--- src/sdram_pkg.sv ---
package sdram_pkg;

    // Half-word address into the 16-bit device
    typedef logic [23:0] sdram_word_addr_t;

    // Same 24 bits seen flat by the bridge and as row/bank/column by the controller
    typedef union packed {
        sdram_word_addr_t flat;
        struct packed {
            logic [12:0] row;
            logic [1:0]  bank;
            logic [8:0]  col;
        } fields;
    } sdram_addr_u;

    // {csn, rasn, casn, wen}
    typedef enum logic [3:0] {
        CMD_NOP       = 4'b0111,
        CMD_ACTIVE    = 4'b0011,
        CMD_READ      = 4'b0101,
        CMD_WRITE     = 4'b0100,
        CMD_PRECHARGE = 4'b0010,
        CMD_REFRESH   = 4'b0001,
        CMD_LOAD_MODE = 4'b0000
    } sdram_cmd_t;

    localparam logic [31:0] SDRAM_BYTES = 32'h0200_0000;

    localparam logic [1:0] AXI_RESP_OKAY   = 2'b00;
    localparam logic [1:0] AXI_RESP_SLVERR = 2'b10;

endpackage
--- src/sdram_host_if.sv ---
`timescale 1ns/100ps

interface sdram_host_if import sdram_pkg::*; ();

    sdram_addr_u addr;
    logic [15:0] wr_data;
    // High bit masks the byte, as on DQM
    logic [1:0]  wr_mask;
    logic        wr_enable;
    logic        rd_enable;
    logic        busy;
    logic [15:0] rd_data;
    logic        rd_ready;

    modport bridge (
        output addr, wr_data, wr_mask, wr_enable, rd_enable,
        input  busy, rd_data, rd_ready
    );

    modport ctrl (
        input  addr, wr_data, wr_mask, wr_enable, rd_enable,
        output busy, rd_data, rd_ready
    );

endinterface

--- src/axil_sdram_top.sv ---
`timescale 1ns/100ps

module axil_sdram_top #(
    parameter int INIT_CYCLES    = 13300,
    parameter int REFRESH_CYCLES = 1040
) (
    input  logic        aclk,
    input  logic        aresetn,

    input  logic [31:0] s_axil_awaddr,
    input  logic        s_axil_awvalid,
    output logic        s_axil_awready,
    input  logic [31:0] s_axil_wdata,
    input  logic [3:0]  s_axil_wstrb,
    input  logic        s_axil_wvalid,
    output logic        s_axil_wready,
    output logic [1:0]  s_axil_bresp,
    output logic        s_axil_bvalid,
    input  logic        s_axil_bready,
    input  logic [31:0] s_axil_araddr,
    input  logic        s_axil_arvalid,
    output logic        s_axil_arready,
    output logic [31:0] s_axil_rdata,
    output logic [1:0]  s_axil_rresp,
    output logic        s_axil_rvalid,
    input  logic        s_axil_rready,

    output logic        sdram_cke,
    output logic        sdram_csn,
    output logic        sdram_rasn,
    output logic        sdram_casn,
    output logic        sdram_wen,
    output logic [12:0] sdram_a,
    output logic [1:0]  sdram_ba,
    output logic [1:0]  sdram_dqm,
    output logic [15:0] sdram_dq_out,
    output logic        sdram_dq_oe,
    input  logic [15:0] sdram_dq_in
);

    sdram_host_if host ();

    axil_sdram_bridge u_bridge (
        .aclk           (aclk),
        .aresetn        (aresetn),
        .s_axil_awaddr  (s_axil_awaddr),
        .s_axil_awvalid (s_axil_awvalid),
        .s_axil_awready (s_axil_awready),
        .s_axil_wdata   (s_axil_wdata),
        .s_axil_wstrb   (s_axil_wstrb),
        .s_axil_wvalid  (s_axil_wvalid),
        .s_axil_wready  (s_axil_wready),
        .s_axil_bresp   (s_axil_bresp),
        .s_axil_bvalid  (s_axil_bvalid),
        .s_axil_bready  (s_axil_bready),
        .s_axil_araddr  (s_axil_araddr),
        .s_axil_arvalid (s_axil_arvalid),
        .s_axil_arready (s_axil_arready),
        .s_axil_rdata   (s_axil_rdata),
        .s_axil_rresp   (s_axil_rresp),
        .s_axil_rvalid  (s_axil_rvalid),
        .s_axil_rready  (s_axil_rready),
        .host           (host.bridge)
    );

    sdram_controller #(
        .INIT_CYCLES    (INIT_CYCLES),
        .REFRESH_CYCLES (REFRESH_CYCLES)
    ) u_ctrl (
        .aclk         (aclk),
        .aresetn      (aresetn),
        .host         (host.ctrl),
        .sdram_cke    (sdram_cke),
        .sdram_csn    (sdram_csn),
        .sdram_rasn   (sdram_rasn),
        .sdram_casn   (sdram_casn),
        .sdram_wen    (sdram_wen),
        .sdram_a      (sdram_a),
        .sdram_ba     (sdram_ba),
        .sdram_dqm    (sdram_dqm),
        .sdram_dq_out (sdram_dq_out),
        .sdram_dq_oe  (sdram_dq_oe),
        .sdram_dq_in  (sdram_dq_in)
    );

endmodule

--- src/sdram_controller.sv ---
`timescale 1ns/100ps

module sdram_controller
    import sdram_pkg::*;
#(
    parameter int INIT_CYCLES    = 13300,
    parameter int REFRESH_CYCLES = 1040
) (
    input  logic        aclk,
    input  logic        aresetn,

    sdram_host_if.ctrl  host,

    output logic        sdram_cke,
    output logic        sdram_csn,
    output logic        sdram_rasn,
    output logic        sdram_casn,
    output logic        sdram_wen,
    output logic [12:0] sdram_a,
    output logic [1:0]  sdram_ba,
    output logic [1:0]  sdram_dqm,
    output logic [15:0] sdram_dq_out,
    output logic        sdram_dq_oe,
    input  logic [15:0] sdram_dq_in
);

    localparam int CNT_W = $clog2(INIT_CYCLES + 24);
    localparam int REF_W = $clog2(REFRESH_CYCLES);

    // Init schedule relative to the end of the power-up wait
    localparam logic [CNT_W-1:0] T_CKE  = CNT_W'(INIT_CYCLES - 1);
    localparam logic [CNT_W-1:0] T_PRE  = CNT_W'(INIT_CYCLES);
    localparam logic [CNT_W-1:0] T_REF1 = CNT_W'(INIT_CYCLES + 2);
    localparam logic [CNT_W-1:0] T_REF2 = CNT_W'(INIT_CYCLES + 10);
    localparam logic [CNT_W-1:0] T_MODE = CNT_W'(INIT_CYCLES + 18);
    localparam logic [CNT_W-1:0] T_DONE = CNT_W'(INIT_CYCLES + 21);

    // Refresh recovery and access steps
    localparam logic [CNT_W-1:0] T_RFC    = CNT_W'(7);
    localparam logic [CNT_W-1:0] T_RW     = CNT_W'(1);
    localparam logic [CNT_W-1:0] T_SAMPLE = CNT_W'(4);
    localparam logic [CNT_W-1:0] T_END    = CNT_W'(5);

    localparam logic [REF_W-1:0] REF_LAST = REF_W'(REFRESH_CYCLES - 1);

    // CAS latency 2, sequential, burst length 1
    localparam logic [12:0] MODE_REG = 13'b000_0_00_010_0_000;

    localparam logic [1:0] ST_INIT    = 2'd0;
    localparam logic [1:0] ST_IDLE    = 2'd1;
    localparam logic [1:0] ST_REFRESH = 2'd2;
    localparam logic [1:0] ST_ACCESS  = 2'd3;

    logic [1:0]       state;
    logic [CNT_W-1:0] cnt;
    logic [REF_W-1:0] ref_cnt;
    logic             ref_pending;
    logic             req_pend;
    sdram_cmd_t       cmd;
    logic             host_req;
    logic             issue_act;
    logic             issue_rw;
    sdram_addr_u      act_addr;
    sdram_addr_u      req_addr;
    logic             req_wr;
    logic [15:0]      req_data;
    logic [1:0]       req_mask;

    assign {sdram_csn, sdram_rasn, sdram_casn, sdram_wen} = cmd;

    assign host_req  = !host.busy && (host.wr_enable || host.rd_enable);
    // ACTIVE straight from idle, or after a refresh that delayed a request
    assign issue_act = ((state == ST_IDLE) && !ref_pending && host_req) ||
                       ((state == ST_REFRESH) && (cnt == T_RFC) && req_pend);
    assign issue_rw  = (state == ST_ACCESS) && (cnt == T_RW);
    assign act_addr  = (state == ST_IDLE) ? host.addr : req_addr;

    always_ff @(posedge aclk) begin
        if (!aresetn) begin
            state       <= ST_INIT;
            cnt         <= '0;
            ref_cnt     <= '0;
            ref_pending <= 1'b0;
            req_pend    <= 1'b0;
            cmd         <= CMD_NOP;
            sdram_cke   <= 1'b0;
            sdram_dq_oe <= 1'b0;
            host.busy   <= 1'b1;
            host.rd_ready <= 1'b0;
        end else begin
            cmd           <= CMD_NOP;
            sdram_dq_oe   <= 1'b0;
            host.rd_ready <= 1'b0;

            case (state)
                ST_INIT: begin
                    cnt <= cnt + 1'b1;
                    if (cnt == T_CKE) begin
                        sdram_cke <= 1'b1;
                    end
                    if (cnt == T_PRE) begin
                        cmd <= CMD_PRECHARGE;
                    end
                    if ((cnt == T_REF1) || (cnt == T_REF2)) begin
                        cmd <= CMD_REFRESH;
                    end
                    if (cnt == T_MODE) begin
                        cmd <= CMD_LOAD_MODE;
                    end
                    if (cnt == T_DONE) begin
                        cnt       <= '0;
                        state     <= ST_IDLE;
                        host.busy <= 1'b0;
                    end
                end
                ST_IDLE: begin
                    cnt <= '0;
                    // Refresh goes first, a strobe in the same cycle waits for it
                    if (ref_pending) begin
                        cmd         <= CMD_REFRESH;
                        ref_pending <= 1'b0;
                        req_pend    <= host_req;
                        host.busy   <= 1'b1;
                        state       <= ST_REFRESH;
                    end else if (host_req) begin
                        cmd       <= CMD_ACTIVE;
                        host.busy <= 1'b1;
                        state     <= ST_ACCESS;
                    end
                end
                ST_REFRESH: begin
                    cnt <= cnt + 1'b1;
                    if (cnt == T_RFC) begin
                        cnt <= '0;
                        if (req_pend) begin
                            cmd      <= CMD_ACTIVE;
                            req_pend <= 1'b0;
                            state    <= ST_ACCESS;
                        end else begin
                            host.busy <= 1'b0;
                            state     <= ST_IDLE;
                        end
                    end
                end
                default: begin
                    cnt <= cnt + 1'b1;
                    // tRCD of two cycles after ACTIVE
                    if (issue_rw) begin
                        cmd         <= req_wr ? CMD_WRITE : CMD_READ;
                        sdram_dq_oe <= req_wr;
                    end
                    if ((cnt == T_SAMPLE) && !req_wr) begin
                        host.rd_ready <= 1'b1;
                    end
                    // Auto-precharge recovery is covered by the remaining steps
                    if (cnt == T_END) begin
                        cnt       <= '0;
                        host.busy <= 1'b0;
                        state     <= ST_IDLE;
                    end
                end
            endcase

            if (state != ST_INIT) begin
                if (ref_cnt == REF_LAST) begin
                    ref_cnt     <= '0;
                    ref_pending <= 1'b1;
                end else begin
                    ref_cnt <= ref_cnt + 1'b1;
                end
            end
        end
    end

    always_ff @(posedge aclk) begin
        if ((state == ST_IDLE) && host_req) begin
            req_addr <= host.addr;
            req_wr   <= host.wr_enable;
            req_data <= host.wr_data;
            req_mask <= host.wr_mask;
        end
        if ((state == ST_INIT) && (cnt == T_PRE)) begin
            // A10 high selects all banks
            sdram_a   <= 13'h0400;
            sdram_dqm <= 2'b11;
        end
        if ((state == ST_INIT) && (cnt == T_MODE)) begin
            sdram_a  <= MODE_REG;
            sdram_ba <= 2'b00;
        end
        if (issue_act) begin
            sdram_a  <= act_addr.fields.row;
            sdram_ba <= act_addr.fields.bank;
        end
        if (issue_rw) begin
            // A10 set for auto-precharge
            sdram_a      <= {2'b00, 1'b1, 1'b0, req_addr.fields.col};
            sdram_dqm    <= req_wr ? req_mask : 2'b00;
            sdram_dq_out <= req_data;
        end
        // Data valid two edges after the READ edge
        if ((state == ST_ACCESS) && (cnt == T_SAMPLE)) begin
            host.rd_data <= sdram_dq_in;
        end
    end

endmodule

--- src/axil_sdram_bridge.sv ---
`timescale 1ns/100ps

module axil_sdram_bridge
    import sdram_pkg::*;
(
    input  logic        aclk,
    input  logic        aresetn,

    input  logic [31:0] s_axil_awaddr,
    input  logic        s_axil_awvalid,
    output logic        s_axil_awready,
    input  logic [31:0] s_axil_wdata,
    input  logic [3:0]  s_axil_wstrb,
    input  logic        s_axil_wvalid,
    output logic        s_axil_wready,
    output logic [1:0]  s_axil_bresp,
    output logic        s_axil_bvalid,
    input  logic        s_axil_bready,
    input  logic [31:0] s_axil_araddr,
    input  logic        s_axil_arvalid,
    output logic        s_axil_arready,
    output logic [31:0] s_axil_rdata,
    output logic [1:0]  s_axil_rresp,
    output logic        s_axil_rvalid,
    input  logic        s_axil_rready,

    sdram_host_if.bridge host
);

    localparam logic [2:0] ST_IDLE  = 3'd0;
    localparam logic [2:0] ST_WR_LO = 3'd1;
    localparam logic [2:0] ST_WR_HI = 3'd2;
    localparam logic [2:0] ST_RD_LO = 3'd3;
    localparam logic [2:0] ST_RD_HI = 3'd4;
    localparam logic [2:0] ST_RESP  = 3'd5;

    logic [2:0]  state;
    logic        issued;
    logic [22:0] word_addr;
    logic [31:0] wdata_q;
    logic [3:0]  wstrb_q;
    logic        aw_take;
    logic        ar_take;
    logic        aw_oor;
    logic        ar_oor;
    logic        wr_phase;
    logic        rd_phase;
    logic        hi_half;
    logic        half_done;
    sdram_addr_u host_addr;

    // Write pair wins over a read in the same cycle
    assign aw_take = (state == ST_IDLE) && s_axil_awvalid && s_axil_wvalid;
    assign ar_take = (state == ST_IDLE) && s_axil_arvalid && !(s_axil_awvalid && s_axil_wvalid);

    assign s_axil_awready = aw_take;
    assign s_axil_wready  = aw_take;
    assign s_axil_arready = ar_take;

    assign aw_oor = s_axil_awaddr >= SDRAM_BYTES;
    assign ar_oor = s_axil_araddr >= SDRAM_BYTES;

    assign wr_phase  = (state == ST_WR_LO) || (state == ST_WR_HI);
    assign rd_phase  = (state == ST_RD_LO) || (state == ST_RD_HI);
    assign hi_half   = (state == ST_WR_HI) || (state == ST_RD_HI);
    // Half is finished once busy drops after our strobe
    assign half_done = issued && !host.busy;

    assign host_addr.flat = {word_addr, hi_half};
    assign host.addr      = host_addr;
    assign host.wr_data   = hi_half ? wdata_q[31:16] : wdata_q[15:0];
    assign host.wr_mask   = hi_half ? ~wstrb_q[3:2] : ~wstrb_q[1:0];
    assign host.wr_enable = wr_phase && !issued && !host.busy;
    assign host.rd_enable = rd_phase && !issued && !host.busy;

    always_ff @(posedge aclk) begin
        if (!aresetn) begin
            state         <= ST_IDLE;
            issued        <= 1'b0;
            s_axil_bvalid <= 1'b0;
            s_axil_rvalid <= 1'b0;
        end else begin
            if (host.wr_enable || host.rd_enable) begin
                issued <= 1'b1;
            end else if (half_done) begin
                issued <= 1'b0;
            end

            case (state)
                ST_IDLE: begin
                    if (aw_take) begin
                        // Out of range answers at once, no SDRAM access
                        if (aw_oor) begin
                            s_axil_bvalid <= 1'b1;
                            state         <= ST_RESP;
                        end else begin
                            state <= ST_WR_LO;
                        end
                    end else if (ar_take) begin
                        if (ar_oor) begin
                            s_axil_rvalid <= 1'b1;
                            state         <= ST_RESP;
                        end else begin
                            state <= ST_RD_LO;
                        end
                    end
                end
                ST_WR_LO: begin
                    if (half_done) begin
                        state <= ST_WR_HI;
                    end
                end
                ST_WR_HI: begin
                    if (half_done) begin
                        s_axil_bvalid <= 1'b1;
                        state         <= ST_RESP;
                    end
                end
                ST_RD_LO: begin
                    if (half_done) begin
                        state <= ST_RD_HI;
                    end
                end
                ST_RD_HI: begin
                    if (half_done) begin
                        s_axil_rvalid <= 1'b1;
                        state         <= ST_RESP;
                    end
                end
                ST_RESP: begin
                    // Hold here under back-pressure
                    if ((s_axil_bvalid && s_axil_bready) || (s_axil_rvalid && s_axil_rready)) begin
                        s_axil_bvalid <= 1'b0;
                        s_axil_rvalid <= 1'b0;
                        state         <= ST_IDLE;
                    end
                end
                default: begin
                    state <= ST_IDLE;
                end
            endcase
        end
    end

    always_ff @(posedge aclk) begin
        if (aw_take) begin
            word_addr    <= s_axil_awaddr[24:2];
            wdata_q      <= s_axil_wdata;
            wstrb_q      <= s_axil_wstrb;
            s_axil_bresp <= aw_oor ? AXI_RESP_SLVERR : AXI_RESP_OKAY;
        end
        if (ar_take) begin
            word_addr    <= s_axil_araddr[24:2];
            s_axil_rdata <= '0;
            s_axil_rresp <= ar_oor ? AXI_RESP_SLVERR : AXI_RESP_OKAY;
        end
        // Low half arrives first, then high half
        if (host.rd_ready && (state == ST_RD_LO)) begin
            s_axil_rdata[15:0] <= host.rd_data;
        end
        if (host.rd_ready && (state == ST_RD_HI)) begin
            s_axil_rdata[31:16] <= host.rd_data;
        end
    end

endmodule

--- config.mk ---
export PLATFORM = sky130hd
export DESIGN_NAME = axil_sdram_top
export DESIGN_NICKNAME = d
export VERILOG_FILES = /design/src/sdram_pkg.sv /design/src/sdram_host_if.sv /design/src/axil_sdram_top.sv /design/src/sdram_controller.sv /design/src/axil_sdram_bridge.sv
export SDC_FILE = /design/constraint.sdc
export NUM_CORES = 1
export LEC_CHECK = 0
export BUFFER_PORTS_ARGS = -buffer_cell sky130_fd_sc_hd__buf_2
export CORE_MARGIN = 10
export CORE_UTILIZATION = 35
export CTS_CLUSTER_DIAMETER = 100
export DETAILED_ROUTE_END_ITERATION = 10
export GPL_TIMING_DRIVEN = 0
export PLACE_DENSITY = 0.59
export SYNTH_ARGS = -nofsm -noshare
export SYNTH_HDL_FRONTEND = slang
export SYNTH_SLANG_ARGS = --single-unit
export TNS_END_PERCENT = 20
--- constraint.sdc ---
create_clock -name aclk -period 3.7 [get_ports aclk]
set_input_delay 0.74 -clock aclk [delete_from_list [all_inputs] [get_ports aclk]]
set_output_delay 0.74 -clock aclk [all_outputs]
set_load 0.03 [all_outputs]
# Word-level counts from Yosys, hierarchy flattened
# Cells that the tools add are included.
# Widths: inputs -> output; s select.
# classes
addsub,2
n_lt_le_gt_ge,2
n_eq_ne,36
n_mux,75
n_bitwise,4
n_reduce_logical,62
# ops
operator,count
$eq 14x14->1 const B,6
$ge 32x26->1 const B,2
$mux 16,3
$mux 23,2
$eq 14x3->1 const B,3
$mux 14,3
$pmux 14 s3,1
$mux 13,3
$mux 3,13
$mux 32,1
$mux 2,14
$logic_and 1x1->1,25
$mux 24,1
$mux 1,22
$ne 2x1->1 const B,10
$reduce_bool 2->1,8
$pmux 3 s5,1
$reduce_and 5->1,3
$add 14x1->14 const B,1
$eq 14x1->1 const B,1
$mux 4,3
$pmux 4 s3,1
$add 11x1->11 const B,1
$eq 11x11->1 const B,1
28 further kinds,52
# totals
ff_bits,230
input_bits,123
output_inout_bits,80
wordCells,212

# Depth between registers and ports, before layout
# Gate-level depths: netlist of the first run.
# depth
word_depth,10
mapped_depth,8
depth_no_buf,7

# Cells and area by module
# Synthesis of the first run repeated with hierarchy kept, for this count alone.
# hier_totals
cells_unflattened,667
hier_area_um2,9073.7
# by_module_without_submodules
mod,n_inst,cells_per_inst,area_per_inst_um2,seq_area_each_um2
sdram_controller,1,370,4993.5,3443.3
axil_sdram_bridge,1,297,4080.2,2912.8

# Least setup slack after synthesis of the first run
# Ideal clock, no wire load.
# synth_path
path_type,reg-to-reg
startpoint,register u_bridge.state[1]
endpoint,register u_ctrl.req_addr[0] (netlist name) (enable)
setup_time_ns,0.444
arrival_ns,3.055
t_required_ns,3.256
path_slack_ns,0.201
stages_incl_launch_ff,5
n_path_buf,1
period_less_slack_ns,3.499
cell_sequence,dfxtp_1 clkbuf_1 o21a_1 or4_1 nor2_1
# synth_between
elab_chain_len,7
elab_cells_between_ends,13
classes_between,4 x eq/ne; 9 x reduce/logical
# synth_lines
item,line_no,text
start: declaration,axil_sdram_bridge.sv:37,logic [2:0] state;
start signal: assignment,axil_sdram_bridge.sv:78,state <= ST_IDLE;
start signal: assignment,axil_sdram_bridge.sv:95,state <= ST_RESP;
start signal: assignment,axil_sdram_bridge.sv:97,state <= ST_WR_LO;
$eq 3x1->1 (tied with other cells),axil_sdram_bridge.sv:63,assign wr_phase = (state == ST_WR_LO) || (state == ST_WR_HI);
$logic_or 1x1->1 (on tied branches),"axil_sdram_bridge.sv:63, axil_sdram_bridge.sv:64",
$logic_and 1x1->1 (on tied branches) (2 in a row),"axil_sdram_bridge.sv:73, axil_sdram_bridge.sv:74",
$logic_or 1x1->1 (*),sdram_controller.sv:71,assign host_req = !host.busy && (host.wr_enable || host.rd_enable);
$logic_and 1x1->1 (*),sdram_controller.sv:71,
$logic_and 1x1->1 (*),sdram_controller.sv:176,if ((state == ST_IDLE) && host_req) begin
end signal: assignment,sdram_controller.sv:177,req_addr <= host.addr;
end: declaration,sdram_controller.sv:64,sdram_addr_u req_addr;
# Mark *: on every way between the ends. The rest lies on a longest branch, timed or not.
# A chain may end at the register's enable or synchronous reset.

# Final worst setup path of the first run
# layout_path
startpoint,register u_bridge.state[0]
endpoint,output s_axil_arready
# layout_between
elab_chain_len,3
# layout_lines
item,line_no,text
$logic_not 3->1,axil_sdram_bridge.sv:54,assign ar_take = (state == ST_IDLE) && s_axil_arvalid && !(s_axil_awvalid && s_axil_wvalid);
$logic_and 1x1->1 (2 in a row),axil_sdram_bridge.sv:54,
end: declaration,axil_sdram_top.sv:22,"output logic s_axil_arready,"
# No other way between the ends.

==> run metrics, run 1 <==
drt drc=0; status=finished clean; Hold Crit Class=in -> reg; # rows=59; syn_area_per_cell=13.5 um2; n_diodes=0; worst r2r path cells=8; Die W=181 um; worst setup path class=reg -> out; Reg clk slew, reported paths=0.06 ns; Post-synth ARST share=0; total global routing overflow=0; Hold Vio Cnt, Final=0; worst slew pin tran=1.11 ns; Post-Syn Area=0.00911 mm2; cell count after synthesis=673; ys flop type=edfxtp_1; leakage=4.34 nW; top cell type's share of synthesized area=0.596; NetSw=0.00169 W; CTS Buffer Depth=3; initial antenna violation count=1; vias in the first global route=5,875; flops & latches, synth=227; Max FO, Critical Path=18; Yosys cell types=61; DIE HEIGHT=181 um; Antenna Nets Post-Route=0; crit start category=flip-flop; number of enable flip-flop cells after synthesis=181; Peak Freq=300 MHz; Core ar.=0.0258 mm2; setup slack at placement=0.546 ns; fin nets=1,029; GP Congestion=0.819; pwr/cell area=573 mW/mm2; Clk Tree Root Cell=clkbuf_16; placed wire-length estimate=15,000 um; top post-synthesis cells by area=edfxtp_1 60%, dfxtp_1 10%, nand2_1 4.5%, mux2_2 2.6%, and2_1 2.5%; CP endpoint=s_axil_arready; post-layout minimum cycle time=3.33 ns; setup TNS=0 ns; global-route wire length before repair=31,900 um; post-CTS setup buffer count=0; Starting Density=0.353; clk sinks=227; max_slew headroom=0.261; Buf/Inv on CP=3; cts hold-fix bufs=0; GRT Overall Usage=0.119; Worst-Skew Late Latency=0.53 ns; post-synthesis sequential area ratio=0.697; Clock Power Share=0.377; largest net degree at the start of global routing=42; cell family with most CP delay=buffers and inverters; CP peak stage delay=0.48 ns; Critical R2R Capture=u_ctrl.sdram_a[6]$_DFFE_PP_; wire per inst=16.4 um; initial DRC count=316; clk_skew=0.0173 ns; sequential share of power=0.481; critical path cell sequence=clkbuf_1 -> nor3_1 -> nand3_1 -> clkinv_1 -> buf_2; Final Util=0.440; Max Cap Viol=0; Slew Viols, Final=0; Slowest-stage cell, CP=nor3_1; synth warn=0; H-tree Lvls=1; layout cells sized above 1=0.310; CTS tree=yes; # IOs=203; Critical Path AT=2.59 ns; CP required=2.96 ns; via count=5,714; worst setup slack after layout=0.366 ns; Detailed Route WL=20,500 um; VDD IR max=419 uV; Stages on worst setup path=5; Logic pwr share=0.142; total CTS buffers=25; Tcrit/Tclk final=0.901; TritonRoute pass-1 iters=4; flop2flop setup slack=0.83 ns; Int Pwr=0.00482 W; RSZ-0062 raised after global routing=no; Setup crit end kind=output pin; Filler cells=2,400; Yosys top cell by area=edfxtp_1; die area=0.0329 mm2; Area Overhead vs Synth=24.8%; crit path launch=u_bridge.state[0]$_SDFFE_PN0P_; I/O Buffers=194; number of setup violations in the final report=0; Critical R2R Launch=u_ctrl.cnt[6]$_SDFF_PN0_; vias per cell=4.57; Sw Share=0.259
cells by family after synthesis:
family	synth area share
DFF	0.697
buffers and inverters	0.0240
AOI/OAI and AO/OA	0.0551
muxes	0.0402
and+or+nand+nor	0.148
other	0.000411
adders and majority gates	0.0124
xor gates and xnor gates	0.0221
worst min path at each step:
stage                                       end  cells after the start  slack (ns)                            start
3_3_place_gp   u_ctrl.sdram_dq_out[8]$_DFFE_PP_                      0        0.40     u_ctrl.req_data[8]$_DFFE_PP_
2_1_floorplan      u_ctrl.req_addr[1]$_DFFE_PP_                      0        0.40  u_bridge.word_addr[0]$_DFFE_PP_
3_5_place_dp       u_ctrl.req_addr[4]$_DFFE_PP_                      0        0.40  u_bridge.word_addr[3]$_DFFE_PP_
4_1_cts          u_bridge.wdata_q[23]$_DFFE_PP_                      1        0.36                 s_axil_wdata[23]
5_1_grt          u_bridge.wdata_q[22]$_DFFE_PP_                      1        0.36                 s_axil_wdata[22]
6_report          u_bridge.wdata_q[8]$_DFFE_PP_                      1        0.38                  s_axil_wdata[8]
metrics by stage:
step	power, W	cell area, um2	instances	hold slack, ns
6_report	0.00651	11400	1251	0.381
5_1_grt	0.00680	11400	1251	0.356
4_1_cts	0.00661	11400	1251	0.359
3_5_place_dp	0.00413	10600	1206	0.405
3_3_place_gp	0.00412	10500	1204	0.402
2_1_floorplan	0.00380	9120	675	0.400
sequential cells by signal (all words and copies together), names as in the netlist, 2 cells and up:
register,count
u_bridge.state,3
u_ctrl.state,2
u_bridge.wdata_q,32
u_bridge.wstrb_q,4
u_ctrl.req_addr,24
u_ctrl.host.rd_data,16
u_ctrl.ref_cnt,11
u_bridge.s_axil_rdata,32
u_ctrl.sdram_ba,2
u_ctrl.req_data,16
u_ctrl.sdram_a,13
u_ctrl.sdram_dq_out,16
u_ctrl.cnt,14
u_ctrl.sdram_dqm,2
u_ctrl.req_mask,2
u_ctrl.cmd,3
u_bridge.word_addr,23
layout by cell type (no fill, tap or decap), types with 8 or more instances in the layout:
| cell type | synthesis | final |
|---|---|---|
| and2_1 | 36 | 35 |
| buf_2 | 4 | 198 |
| clkbuf_1 | 16 | 20 |
| clkbuf_16 | 0 | 25 |
| clkinv_1 | 1 | 8 |
| dfxtp_1 | 46 | 46 |
| edfxtp_1 | 181 | 181 |
| ha_1 | 9 | 9 |
| inv_1 | 16 | 16 |
| mux2_2 | 21 | 21 |
| mux2i_1 | 13 | 13 |
| nand2_1 | 109 | 109 |
| nand3_1 | 17 | 17 |
| nor2_1 | 41 | 40 |
| nor2b_1 | 9 | 9 |
| nor3_1 | 13 | 12 |
| o21ai_0 | 8 | 8 |
| xnor2_1 | 11 | 11 |
| xor2_1 | 12 | 12 |
synthesized netlist by cell type (3+ instances only):
library cell,number
o31ai_2,6
and4_1,4
nand2_1,109
xor2_1,12
xnor2_1,11
edfxtp_1,181
a21boi_0,4
o31ai_1,3
nor3b_1,3
nand3_1,17
nand4_1,4
nor4_1,7
buf_2,4
dfxtp_1,46
buf_1,4
mux2_2,21
nor3_1,13
a21oi_1,7
o21a_1,3
or2_2,3
nand3b_1,7
o21ai_0,8
and2_1,36
buf_4,5
inv_1,16
clkbuf_1,16
o41ai_1,3
nor2b_1,9
nor2_1,41
mux2i_1,13
a21o_1,3
and3_1,7
ha_1,9
or4_1,3
repair_timing:
action	in CTS	in global routing
resized for setup	0	1
endpoints found under the setup margin	1	2
pin swaps	0	0
per-layer routing:
metal | wire length, um | share of wire | global-route usage | up-vias
li1 | - | - | - | 2870
met1 | 8970 | 0.44 | 0.147 | 2626
met2 | 9350 | 0.46 | 0.190 | 180
met3 | 1710 | 0.083 | 0.0456 | 36
met4 | 432 | 0.021 | 0.0364 | 2
met5 | 7 | 0.00034 | 0 | -
power by group through the flow:
stage	clock network (W)	logic, W	registers [W]
after floorplan	0	0.000495	0.00331
after global placement	0	0.000936	0.00318
after detailed placement	0	0.000946	0.00319
after CTS	0.00253	0.000946	0.00313
after global routing	0.00262	0.00103	0.00315
final	0.00245	0.000928	0.00313
layout make-up:
type | count | area (um2) | share of cell area
Sequential cell | 227 | 6360 | 0.559
Multi-Input combinational cell | 400 | 2560 | 0.225
Timing Repair Buffer | 196 | 998 | 0.0878
Clock buffer | 29 | 641 | 0.0563
Tap cell | 335 | 419 | 0.0369
Clock inverter | 17 | 179 | 0.0157
Buffer | 30 | 151 | 0.0133
Inverter | 17 | 63.8 | 0.00561
Power figures use the tool's default switching activity.
==> run 2: changes to the inputs <==
--- a/config.mk
+++ b/config.mk
@@ -11,7 +11,7 @@
 export CTS_CLUSTER_DIAMETER = 100
 export DETAILED_ROUTE_END_ITERATION = 10
 export GPL_TIMING_DRIVEN = 0
-export PLACE_DENSITY = 0.59
+export PLACE_DENSITY = 0.57
 export SYNTH_ARGS = -nofsm -noshare
 export SYNTH_HDL_FRONTEND = slang
 export SYNTH_SLANG_ARGS = --single-unit
==> constraint.sdc (replaced) <==
create_clock -name aclk -period 3.4 [get_ports aclk]
set_input_delay 0.68 -clock aclk [delete_from_list [all_inputs] [get_ports aclk]]
set_output_delay 0.68 -clock aclk [all_outputs]
set_load 0.03 [all_outputs]
==> run 2 against run 1 <==
Effect of this change: non-clock buffer count is the same; utilization shrank 0.097 points; worst setup slack lost 0.11 ns; register-to-register slack lost 0.30 ns; clock-buffer cell count grew 1; clock power grew 4%; flip-flop and latch count is the same; sequential power grew 8.9%; power grew 7.0%; global-route usage grew 0.21 points; worst hold slack lost 0.061 ns; sequential share of layout area grew 0.12 points; largest cell class unchanged; largest power group unchanged.
==> run metrics, run 2 (synthesized netlist as in run 1, its figures left out) <==
status=finished clean; # rows=59; via count=5,765; Area after DPL=0.0106 mm2; total CTS buffers=25; Int Pwr=0.00514 W; Hold Crit Class=in -> reg; Reg clk slew, reported paths=0.06 ns; wire per inst=16.6 um; drt drc=0; n_diodes=0; initial antenna violation count=1; vias per cell=4.61; CTS tree=yes; setup TNS=0 ns; TritonRoute pass-1 iters=5; area occupied by multi-input gates=0.00257 mm2; worst slew pin tran=1.10 ns; setup slack at placement=0.216 ns; max_slew headroom=0.267; post-layout minimum cycle time=3.14 ns; Antenna Nets Post-Route=0; clk_skew=0.0151 ns; H-tree Lvls=1; worst setup path class=reg -> out; placed wire-length estimate=15,300 um; Hold Vio Cnt, Final=0; Starting Density=0.353; Global Route met3 Usage=0.0430; Logic pwr share=0.146; CTS Buffer Depth=3; Largest regs=u_bridge.s_axil_rdata x32, u_bridge.wdata_q x32, u_ctrl.req_addr x24; Peak Freq=318 MHz; pwr/cell area=614 mW/mm2; vias in the first global route=6,043; total global routing overflow=0; Final Util=0.439; Core ar.=0.0258 mm2; RSZ-0062 raised after global routing=no; fin nets=1,029; Detailed Route WL=20,800 um; Die W=181 um; Setup crit end kind=output pin; initial DRC count=283; # IOs=203; Max Cap Viol=0; layout cells sized above 1=0.313; I/O Buffers=194; CP required=2.72 ns; largest net degree at the start of global routing=42; Tcrit/Tclk final=0.924; Critical Path AT=2.46 ns; worst setup slack after layout=0.257 ns; number of setup violations in the final report=0; clk sinks=227; NetSw=0.00183 W; VDD IR max=365 uV; Clock Power Share=0.365; commonest non-fill, non-tap cell in the layout=buf_2; sequential share of power=0.489; die area=0.0329 mm2; GRT Overall Usage=0.121; Area Overhead vs Synth=24.5%; GR Layer Usage met1=0.151; GRT Max-Usage Layer=met2; commonest cells after routing, fill and taps aside=198 x buf_2, 181 x edfxtp_1, 109 x nand2_1, 46 x dfxtp_1, 40 x nor2_1; Worst-Skew Late Latency=0.53 ns; Final Instance Area=0.0113 mm2; Slew Viols, Final=0; Sequential Area=0.00636 mm2; DIE HEIGHT=181 um; GP Congestion=0.817; Filler cells=2,375; global-route wire length before repair=32,700 um; Max FO, Critical Path=18; leakage=4.33 nW; Sw Share=0.263; grt met2 use=0.197; crit start category=flip-flop; Clk Tree Root Cell=clkbuf_16; Hold Slack=0.319 ns
==> run 2: per-stage QoR <==
step | std cells | power, W
after floorplan | 675 | 0.00414
after global placement | 1204 | 0.00449
after detailed placement | 1206 | 0.00451
after CTS | 1251 | 0.00707
after global routing | 1251 | 0.00729
final | 1251 | 0.00697
==> run 2: cell type report <==
cell class	instances	share of cell area
inverters	17	0.00596
clock buffers	30	0.0586
well taps	335	0.0369
clock inverters	16	0.0104
flip-flops and latches	227	0.560
repair buffers	196	0.0883
plain buffers	30	0.0133
multi-input cells	400	0.226
==> run 2: power groups by stage <==
stage | Clock (W) | Sequential [W] | Combinational [W]
6_report | 0.00254 | 0.00341 | 0.00102
5_1_grt | 0.00273 | 0.00344 | 0.00112
4_1_cts | 0.00262 | 0.00341 | 0.00104
3_5_place_dp | 0 | 0.00347 | 0.00103
3_3_place_gp | 0 | 0.00346 | 0.00102
2_1_floorplan | 0 | 0.00360 | 0.000539
==> run 2: worst paths after layout <==
check | from | end | slack [ns] | depth (start not counted)
hold / removal | s_axil_wdata[16] | u_bridge.wdata_q[16]$_DFFE_PP_ | 0.32 | 1
setup / recovery | u_bridge.state[0]$_SDFFE_PN0P_ | s_axil_arready | 0.26 | 5
hold reg to reg | u_ctrl.req_data[15]$_DFFE_PP_ | u_ctrl.sdram_dq_out[15]$_DFFE_PP_ | 0.41 | 0
setup reg to reg | u_ctrl.cnt[7]$_SDFF_PN0_ | u_ctrl.sdram_a[6]$_DFFE_PP_ | 0.53 | 8
==> run 2: critical path: stages, from the launching register on <==
cell	delay (ns)
dfxtp_1	0.29
clkbuf_1	0.17
nor3_2	0.36
nand3_1	0.40
clkinvlp_4	0.44
buf_2	0.27
==> run 2: per-layer routing <==
layer  up-vias  wire length (um)
met3        38              1570
met1      2682              9110
met5         -                 8
met2       175              9660
li1       2868                 -
met4         2               423
==> run 2: what timing repair did <==
item                       in CTS  in global routing
hold buffers                    0                  0
pin swaps                       0                  0
setup buffers                   0                  0
setup endpoints to repair       3                  2
hold endpoints to repair        0                  0
gates resized for setup         1                  2
==> run 3: changes to the inputs <==
--- a/config.mk
+++ b/config.mk
@@ -10,7 +10,6 @@
 export CORE_UTILIZATION = 35
 export CTS_CLUSTER_DIAMETER = 100
 export DETAILED_ROUTE_END_ITERATION = 10
-export GPL_TIMING_DRIVEN = 0
 export PLACE_DENSITY = 0.57
 export SYNTH_ARGS = -nofsm -noshare
 export SYNTH_HDL_FRONTEND = slang
==> constraint.sdc (replaced) <==
create_clock -name aclk -period 3.4 [get_ports aclk]
set_input_delay 0.68 -clock aclk [delete_from_list [all_inputs] [get_ports aclk]]
set_output_delay 0.68 -clock aclk [all_outputs]
set_load 0.02 [all_outputs]
==> run 3 against run 2 <==
Effect of this change: utilization increased by 0.082 points; critical path type unchanged; critical endpoint unchanged; worst setup slack improved by 0.085 ns; sequential share of layout area decreased by 0.10 points; largest cell class unchanged.
==> run metrics, run 3 (synthesized netlist as in run 1, its figures left out) <==
Worst-Skew Late Latency=0.52 ns; leakage=4.34 nW; commonest non-fill, non-tap cell in the layout=buf_2; die area=0.0329 mm2; initial DRC count=347; Slowest-stage cell, CP=dfxtp_1; vias per cell=4.62; hold_sp=sdram_dq_in[12]; CTS tree=yes; Hold Vio Cnt, Final=0; TritonRoute pass-1 iters=4; worst slew pin tran=0.670 ns; worst r2r path cells=5; drt drc=0; # rows=59; Peak Freq=327 MHz; Largest regs=u_bridge.s_axil_rdata x32, u_bridge.wdata_q x32, u_ctrl.req_addr x24; clk_skew=0.0111 ns; global-route wire length before repair=31,500 um; crit start category=flip-flop; number of setup violations in the final report=0; Post-Place Cells=1,189; Setup crit end kind=output pin; critical path cell sequence=nor3_1 -> nand3_1 -> buf_4 -> clkinvlp_4 -> buf_2; # IOs=203; status=finished clean; cts hold-fix bufs=0; DIE HEIGHT=181 um; post-layout minimum cycle time=3.06 ns; hold path cells=1; VDD IR max=410 uV; worst setup path class=reg -> out; GRT Overall Usage=0.116; Detailed Route WL=19,800 um; Max FO, Critical Path=25; Critical R2R Launch=u_ctrl.cnt[7]$_SDFF_PN0_; commonest cells after routing, fill and taps aside=195 x buf_2, 181 x edfxtp_1, 109 x nand2_1, 46 x dfxtp_1, 38 x nor2_1; CTS Buffer Depth=3; Filler cells=2,389; post-CTS setup buffer count=0; Die W=181 um; Critical R2R Capture=u_ctrl.sdram_a[3]$_DFFE_PP_; vias in the first global route=5,954; Tcrit/Tclk final=0.899; clk sinks=227; Final Instance Area=0.0114 mm2; n_diodes=0; Hold Crit Class=in -> reg; pwr/cell area=628 mW/mm2; area occupied by multi-input gates=0.00257 mm2; layout cells sized above 1=0.326; CP peak stage delay=0.64 ns; Reg clk slew, reported paths=0.06 ns; Non-Filler Instances=1,232; fin nets=1,013; H-tree Lvls=1; Max Cap Viol=0; Area Overhead vs Synth=24.7%; flop2flop setup slack=0.68 ns; CP required=2.72 ns; Area after DPL=0.0105 mm2; Critical Path AT=2.38 ns; Clk Tree Root Cell=clkbuf_16; initial antenna violation count=2; I/O Buffers=195; total global routing overflow=0; Core ar.=0.0258 mm2; Hold Slack=0.336 ns; Slew Viols, Final=0; total CTS buffers=25; Starting Density=0.353; placed wire-length estimate=14,200 um; Sequential Area=0.00636 mm2; wire per inst=16.1 um; GP Congestion=0.769; Antenna Nets Post-Route=0; largest net degree at the start of global routing=44; Hold Path Sink=u_ctrl.host.rd_data[12]$_DFFE_PP_; via count=5,686; max_slew headroom=0.549; RSZ-0062 raised after global routing=no; setup TNS=0 ns
run 3: cell count changes in the layout (fill, tap and decap cells not counted), sizes merged:
cell	previous run	this run
bufinv	1	5
clkinv	12	6
clkinvlp	2	4
inv	18	19
clkbuf	46	26
run 3: final cells by class:
class                           count  share of cell area
Inverter                           17             0.00594
Multi-Input combinational cell    400               0.226
Sequential cell                   227               0.559
Clock inverter                     17              0.0196
Tap cell                          335              0.0369
Timing Repair Buffer              210              0.0969
Clock buffer                       26              0.0554
run 3: per-stage QoR:
stage	worst slack [ns]	utilization	total power, W
6_report	0.342	0.440	0.00714
4_1_cts	0.133	0.440	0.00724
3_5_place_dp	0.674	0.407	0.00443
5_1_grt	0.0955	0.440	0.00746
3_3_place_gp	0.679	0.407	0.00441
2_1_floorplan	0.440	-	0.00407
run 3: critical path: cells and delay by family, from the launching register on:
kind                   cells  cell delay (ns)
buffers and inverters      3             0.87
DFF                        1             0.64
and+or+nand+nor            2             0.35
run 3: repair_timing:
item / 4_1_cts / 5_1_grt
endpoints found under the hold margin: 0 / 0
setup endpoints to repair: 0 / 1
resized for setup: 0 / 1
run 3: worst max-delay path by stage:
stage	start	slack, ns	end
after global placement	u_ctrl.cnt[7]$_SDFF_PN0_	0.68	u_ctrl.sdram_a[0]$_DFFE_PP_
after global routing	u_bridge.state[0]$_SDFFE_PN0P_	0.1	s_axil_arready
after CTS	u_bridge.state[0]$_SDFFE_PN0P_	0.13	s_axil_arready
after detailed placement	u_ctrl.cnt[7]$_SDFF_PN0_	0.67	u_ctrl.sdram_a[3]$_DFFE_PP_
final	u_bridge.state[0]$_SDFFE_PN0P_	0.34	s_axil_arready
after floorplan	s_axil_wvalid	0.44	s_axil_wready
run 3: routing by layer:
layer / part of all wire / up-vias / global-route usage
met5: 0.00061 / - / 0
met4: 0.022 / 2 / 0.0335
met3: 0.088 / 30 / 0.0452
met2: 0.46 / 164 / 0.184
met1: 0.43 / 2662 / 0.145
li1: - / 2828 / -
run 3: power breakdown:
part | internal (W) | switching, W
sequential | 0.00332 | 0.000122
clock | 0.00172 | 0.00107
combinational | 0.000347 | 0.000557
total | 0.00539 | 0.00175
